## config.mk

```make
export PLATFORM = sky130hd
export DESIGN_NAME = ps2_keyboard
export DESIGN_NICKNAME = d
export VERILOG_FILES = /design/src/logic/ps2_keyboard_pkg.sv /design/src/logic/ps2_receiver.sv /design/src/logic/scancode_map.sv /design/src/logic/key_event_filter.sv /design/src/logic/key_controller.sv /design/src/logic/ps2_keyboard.sv
export SDC_FILE = /design/constraint.sdc
export NUM_CORES = 1
export LEC_CHECK = 0
export BUFFER_PORTS_ARGS = -buffer_cell sky130_fd_sc_hd__clkbuf_2
export CORE_MARGIN = 2
export CORE_UTILIZATION = 55
export DETAILED_ROUTE_END_ITERATION = 12
export PLACE_DENSITY = 0.84
export SYNTH_ARGS = -nofsm -noshare
export SYNTH_HDL_FRONTEND = slang
export SYNTH_SLANG_ARGS = --single-unit
```

## constraint.sdc

```tcl
create_clock -name clk -period 1.92 [get_ports clk]
set_input_delay 0.384 -clock clk [delete_from_list [all_inputs] [get_ports clk]]
set_output_delay 0.384 -clock clk [all_outputs]
set_load 0.005 [all_outputs]
```

## src/logic/ps2_keyboard_pkg.sv

```systemverilog
package ps2_keyboard_pkg;

	// ----------------------------------------
	// widths
	// ----------------------------------------
	typedef logic [7:0] ps2_code_t;    // one byte off the PS/2 line
	typedef logic [6:0] amiga_code_t;  // Amiga raw key code

	// key event as seen by the Amiga side
	typedef struct packed
	{
		logic        released;  // 1 = key up
		amiga_code_t code;
	} amiga_key_t;

	// one result of the scan code table
	typedef struct packed
	{
		logic        mapped;             // key exists on the Amiga
		logic        is_ctrl;
		logic        is_left_alt;
		logic        is_right_alt;
		logic        is_caps;
		logic        is_prefix_ext;      // E0
		logic        is_prefix_release;  // F0
		logic        is_prefix_ack;      // FA leaves prefix flags alone
		amiga_code_t code;
	} keymap_entry_t;

	// ----------------------------------------
	// controller
	// ----------------------------------------
	typedef enum logic [0:0]
	{
		ST_WAIT_KEY = 1'b0,
		ST_HOLD     = 1'b1
	} ctrl_state_t;

	localparam int FRAME_BITS = 11;  // start, 8 data, parity, stop

	// clk cycles the keyboard clock stays pulled low without an acknowledge
	localparam int HOLD_TIMEOUT_CYCLES = 4096;
	localparam int HOLD_TIMER_WIDTH = $clog2(HOLD_TIMEOUT_CYCLES);

	typedef logic [HOLD_TIMER_WIDTH-1:0] hold_timer_t;

	localparam hold_timer_t HOLD_TIMER_LAST = hold_timer_t'(HOLD_TIMEOUT_CYCLES - 1);

	// ----------------------------------------
	// scan code set 2 prefix bytes
	// ----------------------------------------
	localparam ps2_code_t PS2_EXTENDED = 8'he0;
	localparam ps2_code_t PS2_RELEASE  = 8'hf0;
	localparam ps2_code_t PS2_ACK      = 8'hfa;

endpackage

```

## src/logic/ps2_receiver.sv

```systemverilog
`timescale 1ns/1ns

module ps2_receiver
(
	input  logic                        clk,
	input  logic                        reset,
	input  logic                        ps2_clk,
	input  logic                        ps2_data,
	output logic                        byte_valid,
	output ps2_keyboard_pkg::ps2_code_t byte_data
);

logic [2:0] clk_sync;   // [1:0] synchronizer, [2] previous sample
logic [1:0] data_sync;
logic       clk_fall;

// bit 0 drops to zero once the start bit arrives there
logic [ps2_keyboard_pkg::FRAME_BITS-1:0] frame;

// ----------------------------------------
// input synchronization
// ----------------------------------------
always_ff @(posedge clk)
begin
	if (reset)
	begin
		clk_sync <= '1;  // idle lines are high
		data_sync <= '1;
	end
	else
	begin
		clk_sync <= {clk_sync[1:0], ps2_clk};
		data_sync <= {data_sync[0], ps2_data};
	end
end

assign clk_fall = clk_sync[2] & ~clk_sync[1];

// ----------------------------------------
// frame shifter
// ----------------------------------------
always_ff @(posedge clk)
begin
	if (reset || byte_valid)
		frame <= '1;  // preset for next frame
	else if (clk_fall)
		frame <= {data_sync[1], frame[ps2_keyboard_pkg::FRAME_BITS-1:1]};
end

// start bit at the end means all 11 bits are in
assign byte_valid = ~frame[0];
assign byte_data = frame[8:1];

endmodule

```

## src/logic/scancode_map.sv

```systemverilog
`timescale 1ns/1ns

module scancode_map
(
	input  logic                            clk,
	input  logic                            reset,
	input  logic                            byte_valid,
	input  ps2_keyboard_pkg::ps2_code_t     byte_data,
	output logic                            map_valid,
	output ps2_keyboard_pkg::keymap_entry_t map_entry,
	output ps2_keyboard_pkg::amiga_key_t    map_key
);

logic                            entry_valid;  // byte_valid delayed by the table register
ps2_keyboard_pkg::keymap_entry_t entry;
logic                            extended;     // E0 seen
logic                            release_seen; // F0 seen

// plain key with an Amiga code
function automatic ps2_keyboard_pkg::keymap_entry_t key_entry
(
	input ps2_keyboard_pkg::amiga_code_t code
);
	ps2_keyboard_pkg::keymap_entry_t e;
	e = '0;
	e.mapped = 1'b1;
	e.code = code;
	return e;
endfunction

// ----------------------------------------
// scan code set 2 table
// ----------------------------------------
function automatic ps2_keyboard_pkg::keymap_entry_t lookup
(
	input logic                        ext,
	input ps2_keyboard_pkg::ps2_code_t code
);
	ps2_keyboard_pkg::keymap_entry_t e;
	e = '0;
	// prefixes decode the same with or without E0 in front
	if (code == ps2_keyboard_pkg::PS2_EXTENDED)
		e.is_prefix_ext = 1'b1;
	else if (code == ps2_keyboard_pkg::PS2_RELEASE)
		e.is_prefix_release = 1'b1;
	else if (code == ps2_keyboard_pkg::PS2_ACK)
		e.is_prefix_ack = 1'b1;
	else
	begin
		case ({ext, code})
			9'h01c: e = key_entry(7'h20);  // a
			9'h032: e = key_entry(7'h35);  // b
			9'h021: e = key_entry(7'h33);  // c
			9'h023: e = key_entry(7'h22);  // d
			9'h024: e = key_entry(7'h12);  // e
			9'h02b: e = key_entry(7'h23);  // f
			9'h034: e = key_entry(7'h24);  // g
			9'h033: e = key_entry(7'h25);  // h
			9'h043: e = key_entry(7'h17);  // i
			9'h03b: e = key_entry(7'h26);  // j
			9'h042: e = key_entry(7'h27);  // k
			9'h04b: e = key_entry(7'h28);  // l
			9'h03a: e = key_entry(7'h37);  // m
			9'h031: e = key_entry(7'h36);  // n
			9'h044: e = key_entry(7'h18);  // o
			9'h04d: e = key_entry(7'h19);  // p
			9'h015: e = key_entry(7'h10);  // q
			9'h02d: e = key_entry(7'h13);  // r
			9'h01b: e = key_entry(7'h21);  // s
			9'h02c: e = key_entry(7'h14);  // t
			9'h03c: e = key_entry(7'h16);  // u
			9'h02a: e = key_entry(7'h34);  // v
			9'h01d: e = key_entry(7'h11);  // w
			9'h022: e = key_entry(7'h32);  // x
			9'h035: e = key_entry(7'h15);  // y
			9'h01a: e = key_entry(7'h31);  // z
			9'h016: e = key_entry(7'h01);  // 1
			9'h01e: e = key_entry(7'h02);  // 2
			9'h026: e = key_entry(7'h03);  // 3
			9'h025: e = key_entry(7'h04);  // 4
			9'h02e: e = key_entry(7'h05);  // 5
			9'h036: e = key_entry(7'h06);  // 6
			9'h03d: e = key_entry(7'h07);  // 7
			9'h03e: e = key_entry(7'h08);  // 8
			9'h046: e = key_entry(7'h09);  // 9
			9'h045: e = key_entry(7'h0a);  // 0
			9'h029: e = key_entry(7'h40);  // space
			9'h05a: e = key_entry(7'h44);  // enter
			9'h066: e = key_entry(7'h41);  // backspace
			9'h076: e = key_entry(7'h45);  // escape
			9'h012: e = key_entry(7'h60);  // left shift
			9'h059: e = key_entry(7'h61);  // right shift
			9'h014:
			begin
				e = key_entry(7'h63);
				e.is_ctrl = 1'b1;
			end
			9'h011:
			begin
				e = key_entry(7'h64);
				e.is_left_alt = 1'b1;
			end
			9'h058:
			begin
				e = key_entry(7'h62);
				e.is_caps = 1'b1;
			end
			// E0 prefixed keys
			9'h111:
			begin
				e = key_entry(7'h65);
				e.is_right_alt = 1'b1;
			end
			9'h11f: e = key_entry(7'h66);  // left gui to left amiga
			9'h127: e = key_entry(7'h67);  // right gui to right amiga
			9'h16b: e = key_entry(7'h4f);  // arrow left
			9'h172: e = key_entry(7'h4d);  // arrow down
			9'h174: e = key_entry(7'h4e);  // arrow right
			9'h175: e = key_entry(7'h4c);  // arrow up
			default: e = '0;
		endcase
	end
	return e;
endfunction

// registered table lookup
always_ff @(posedge clk)
begin
	if (byte_valid)
		entry <= lookup(extended, byte_data);
end

always_ff @(posedge clk)
begin
	if (reset)
		entry_valid <= 1'b0;
	else
		entry_valid <= byte_valid;
end

// ----------------------------------------
// prefix tracking
// ----------------------------------------
always_ff @(posedge clk)
begin
	if (reset)
	begin
		extended <= 1'b0;
		release_seen <= 1'b0;
	end
	else if (entry_valid)
	begin
		if (entry.is_prefix_ext)
			extended <= 1'b1;
		else if (entry.is_prefix_release)
			release_seen <= 1'b1;
		else if (!entry.is_prefix_ack)
		begin
			extended <= 1'b0;  // key byte consumed both flags
			release_seen <= 1'b0;
		end
	end
end

assign map_valid = entry_valid & entry.mapped;
assign map_entry = entry;
assign map_key = {release_seen, entry.code};

endmodule

```

## src/logic/key_event_filter.sv

```systemverilog
`timescale 1ns/1ns

module key_event_filter
(
	input  logic                            clk,
	input  logic                            reset,
	input  logic                            map_valid,
	input  ps2_keyboard_pkg::keymap_entry_t map_entry,
	input  ps2_keyboard_pkg::amiga_key_t    map_key,
	output logic                            key_strobe,
	output ps2_keyboard_pkg::amiga_key_t    key,
	output logic                            kbd_reset
);

ps2_keyboard_pkg::amiga_key_t last_key;  // last key pressed or its release
logic key_equal;
logic duplicate;   // typematic repeat or repeated release
logic caps_lock;
logic ctrl_up;
logic left_alt_up;
logic right_alt_up;

// ----------------------------------------
// typematic filter
// ----------------------------------------
assign key_equal = last_key.code == map_key.code;
assign duplicate = key_equal && (last_key.released == map_key.released);

always_ff @(posedge clk)
begin
	if (reset)
		last_key <= '0;
	else if (map_valid && !map_key.released)
		last_key <= map_key;
	else if (map_valid && map_key.released && key_equal)
		last_key <= map_key;  // held key let go
end

// amiga caps lock latches in the keyboard, so emulate that here
always_ff @(posedge clk)
begin
	if (reset)
		caps_lock <= 1'b0;
	else if (map_valid && !map_key.released && map_entry.is_caps && !duplicate)
		caps_lock <= ~caps_lock;
end

// caps events hidden while caps lock is on
assign key_strobe = map_valid && !(caps_lock && map_entry.is_caps) && !duplicate;
assign key = map_key;

// ----------------------------------------
// ctrl-alt-alt reset detector
// ----------------------------------------
always_ff @(posedge clk)
begin
	if (reset)
	begin
		ctrl_up <= 1'b1;
		left_alt_up <= 1'b1;
		right_alt_up <= 1'b1;
	end
	else if (map_valid)
	begin
		if (map_entry.is_ctrl)
			ctrl_up <= map_key.released;
		if (map_entry.is_left_alt)
			left_alt_up <= map_key.released;
		if (map_entry.is_right_alt)
			right_alt_up <= map_key.released;
	end
end

assign kbd_reset = ~(ctrl_up | left_alt_up | right_alt_up);  // all three down

endmodule

```

## src/logic/key_controller.sv

```systemverilog
`timescale 1ns/1ns

module key_controller
(
	input  logic clk,
	input  logic reset,
	input  logic key_strobe,
	input  logic key_ack,
	output logic ps2_clk_hold
);

ps2_keyboard_pkg::ctrl_state_t state;
ps2_keyboard_pkg::hold_timer_t hold_timer;  // cycles spent in ST_HOLD

// ----------------------------------------
// hold-off state machine
// ----------------------------------------
always_ff @(posedge clk)
begin
	if (reset)
	begin
		state <= ps2_keyboard_pkg::ST_WAIT_KEY;
		hold_timer <= '0;
	end
	else
	begin
		unique case (state)
			ps2_keyboard_pkg::ST_WAIT_KEY:
			begin
				hold_timer <= '0;
				if (key_strobe)
					state <= ps2_keyboard_pkg::ST_HOLD;
			end
			ps2_keyboard_pkg::ST_HOLD:
			begin
				hold_timer <= hold_timer + 1'b1;
				// give up on the consumer after the timeout
				if (key_ack || hold_timer == ps2_keyboard_pkg::HOLD_TIMER_LAST)
					state <= ps2_keyboard_pkg::ST_WAIT_KEY;
			end
			default:
			begin
				state <= ps2_keyboard_pkg::ST_WAIT_KEY;
			end
		endcase
	end
end

// keyboard stalls while its clock is pulled low
assign ps2_clk_hold = state == ps2_keyboard_pkg::ST_HOLD;

endmodule

```

## src/logic/ps2_keyboard.sv

```systemverilog
`timescale 1ns/1ns

module ps2_keyboard
(
	input  logic                         clk,
	input  logic                         reset,
	input  logic                         ps2_clk,       // raw keyboard clock
	input  logic                         ps2_data,      // raw keyboard data
	input  logic                         key_ack,
	output logic                         key_strobe,
	output ps2_keyboard_pkg::amiga_key_t key,
	output logic                         ps2_clk_hold,  // pull keyboard clock low
	output logic                         kbd_reset
);

logic                            byte_valid;
ps2_keyboard_pkg::ps2_code_t     byte_data;
logic                            map_valid;
ps2_keyboard_pkg::keymap_entry_t map_entry;
ps2_keyboard_pkg::amiga_key_t    map_key;

// ----------------------------------------
// receive path
// ----------------------------------------
ps2_receiver i_ps2_receiver
(
	.clk        (clk),
	.reset      (reset),
	.ps2_clk    (ps2_clk),
	.ps2_data   (ps2_data),
	.byte_valid (byte_valid),
	.byte_data  (byte_data)
);

scancode_map i_scancode_map
(
	.clk        (clk),
	.reset      (reset),
	.byte_valid (byte_valid),
	.byte_data  (byte_data),
	.map_valid  (map_valid),
	.map_entry  (map_entry),
	.map_key    (map_key)
);

// repeat, caps lock and reset handling
key_event_filter i_key_event_filter
(
	.clk        (clk),
	.reset      (reset),
	.map_valid  (map_valid),
	.map_entry  (map_entry),
	.map_key    (map_key),
	.key_strobe (key_strobe),
	.key        (key),
	.kbd_reset  (kbd_reset)
);

// ----------------------------------------
// handshake and keyboard stall
// ----------------------------------------
key_controller i_key_controller
(
	.clk          (clk),
	.reset        (reset),
	.key_strobe   (key_strobe),
	.key_ack      (key_ack),
	.ps2_clk_hold (ps2_clk_hold)
);

endmodule

```

==> impl_results.md <==
- Hold buffers post-CTS: 0
- Global route overflow: 0
- Fraction of layout cells with a size suffix above 1: 35.4%
- DR DRC count: 0
- Met1 GRT Util: between 30% and 40%
- Starting density of the core: a little under three fifths
- Post-layout util: just under 80%
- Ys async rst share: 0%
- Top_reg_cell synth: dfxtp_1
- Core Region: between 5000 and 6000 µm²
- DR WL/cell: about 18 µm
- Pre-CTS WS: -0.124 ns
- Root Driver: clkbuf_8
- Fin. Hold Viols: 0
- GRT Overall Usage: approximately 31%
- CP arrival: around 1.6 ns
- Worst Clk Skew: approximately 0.0084 ns
- Via-to-Cell Ratio: roughly 6.3
- Area leader, netlist: dfxtp_1
- GPL Wtd Cong: between 1 and 1.5
- Least-Margin Pin Slew: 0.628 ns
- Worst path depth: 6
- Post-Syn Area: around 3400 µm²
- Hold Crit Depth: 2
- Drt initial violations: 527
- Final period util: 106%
- Worst EP required: 1.54 ns
- Largest net degree at the start of global routing: 17
- Min Tclk post-route: 2.03 ns
- Post-route ant nets: 0
- TritonCTS buffer count: 9
- Largest buffer count on any clock path: 2
- Clock insertion delay at the later pin of the skew report: roughly 0.35 ns
- Crit path max-delay family: flip-flops
- Leak Pwr: between 1.5 and 2 nW
- # nets final: approximately 500
- First-pass GRT wire length: about 15,000 µm
- Drt first pass iters: 6
- Row count: 28
- Worst hold path class: in2reg
- Via count: 3,586
- CP max-delay cell: edfxtp_1
- Maximum vdd drop: between 0.0005 and 0.0006 V
- Clock-pin slew on the worst setup and hold paths: roughly 0.080 ns
- Die X: 82.7 µm
- Met3 usage: 7.93%
- Reg2reg path depth: 7
- Relative slew slack: 58.0%
- Unrepaired setup endpoints after global routing: true
- CTS HTree Levels: 3
- Net count after synthesis: between 400 and 500
- Crit path kind: reg2out
- Startpoint type of the worst setup path: flip-flop
- Yosys reg bits: 59
- Top cells by area, synth: dfxtp_1 (26%), edfxtp_1 (13%), nor2_1 (4.8%)
- Number of global-route vias before repair: ~3,300
- Synth unique cells: 59
- MaxCap Viol Count: 0
- Final Slew Violations: 0
- Power Density: around 640 nW/µm²
- Die ar.: roughly 6800 µm²
- Status: finished with violations
- Post-synthesis area per instance: 8.27 µm²
- Clock Sinks: about 60
- Area share of the largest cell type after synthesis: roughly 26%
- WP buf/inv: 2
- Failing checks: negative setup slack
- Final WL: 10,600 µm
- Worst setup margin: -0.106 ns
- Layout area overhead: 35.2%
- Max Clk Rate: 493 MHz
- Initial antenna violation count: 0
- Chip height: 82.7 µm
- Setup violators final: 1
- Top Usage Layer GRT: met2
- Dpl hpwl: ~7200 µm
- Seq/Total Area, Yosys: 39.1%
- Port bufs: 15
- CP max FO: 3
- CTS tree: built
- CP Cell Sequence: xnor2_1 > nand4_1 > nor4_2 > buf_4 > a221oi_4 > buf_2
- CP max stage delay: 0.42 ns
- Syn. warnings: 0
- Endpoint type of the worst setup path: output port
- IO Pins: 16
- Number of flops mapped to enable cells by yosys: 15
- Commonest cells in the netlist: dfxtp_1 (44), nor2_1 (44), nand2_1 (39), nand3_1 (20), nor3_1 (16)
- Met2 Usage GRT: 51.9%
- Mapped Cells: between 400 and 500
- Diodes inserted: 0
flip-flops by register name (all words and copies together) (netlist names), 2 cells and up:
name	flops
i_key_event_filter.last_key	8
i_ps2_receiver.data_sync	2
i_key_controller.hold_timer	12
i_ps2_receiver.clk_sync	3
i_ps2_receiver.frame	11
i_scancode_map.map_entry	15
report_power, final:
group	internal, mW	switching (mW)	leakage (nW)
Combinational	0.138	0.169	1.30
Clock	0.768	0.543	0.121
Sequential	1.28	0.0233	0.461
Total	2.19	0.736	1.88
routing by layer:
layer  share of wire [%]  wire [µm]
met3                 8.8        930
met2                  47       5000
met4                 5.3        563
met5                   0          0
met1                  39       4070
worst paths after layout:
kind,start,end,slack [ns]
max reg2reg,i_ps2_receiver.frame[8],i_scancode_map.map_entry[5],0.03
min reg2reg,i_ps2_receiver.data_sync[0],i_ps2_receiver.data_sync[1],0.42
min,ps2_clk,i_ps2_receiver.clk_sync[0],0.22
max,i_scancode_map.map_entry[2],key_strobe,-0.11
cells by family (layout without fill, tap and decap cells):
| logic type | Yosys count | after routing | share of synthesized area [%] |
|---|---|---|---|
| buffers and inverters | 47 | 132 | 6.39 |
| AND/OR/NAND/NOR | 198 | 198 | 30.3 |
| adder cells (fa/ha/maj) | 1 | 1 | 0.367 |
| multiplexers | 8 | 8 | 2.35 |
| flip-flops | 59 | 59 | 39.1 |
| AO/OA/AOI/OAI | 77 | 77 | 15.8 |
| XOR/XNOR | 22 | 22 | 5.66 |
area by class of cell:
| class | count | area, µm² |
|---|---|---|
| inverter | 11 | 41.3 |
| clock inverter | 5 | 62.6 |
| clock buffer | 11 | 174 |
| sequential | 59 | 1360 |
| tap | 75 | 93.8 |
| fill | 395 | 1350 |
| multi-input combinational | 306 | 2080 |
| timing repair buffer | 105 | 796 |
cell usage in the layout, fill, tap and decap left out, types with 4 or more instances in the layout:
master,netlist,routed
buf_4,8,82
nor2_1,44,43
nand2_1,39,39
dfxtp_1,44,35
nand3_1,20,20
edfxtp_1,15,15
clkbuf_2,0,15
nand2b_1,15,14
a21oi_1,13,12
nor2b_1,13,11
nor3_1,16,11
o21ai_0,12,11
xnor2_1,12,11
inv_1,11,10
nand4_1,10,10
xor2_1,10,10
o211ai_1,9,9
clkbuf_8,0,9
mux2i_1,8,8
or2_2,9,7
nand3b_1,5,5
nor4_2,0,5
dfxtp_4,0,5
and3_1,6,4
a31oi_1,5,4
a21boi_0,4,4
dfxtp_2,0,4
buf_6,0,4
what timing repair did:
action / 4_1_cts / 5_1_grt
buffers inserted: 2 / 6
endpoints found under the setup margin: 15 / 15
resized for setup: 15 / 54
gates cloned: 0 / 0
pin swaps: 2 / 18
stage by stage:
stage	instance area [µm²]	cells	power, mW	TNS [ns]	hold slack (ns)
finish	4600	572	2.92	-0.106	0.216
global route	4600	572	3.01	-0.541	0.208
global placement	4010	548	1.59	-0.552	0.401
detailed placement	4010	548	1.59	-1.05	0.402
floorplan	3410	412	1.47	0	0.389
CTS	4330	566	2.89	-0.589	0.213
No activity file was read; power rests on OpenSTA's default activity.
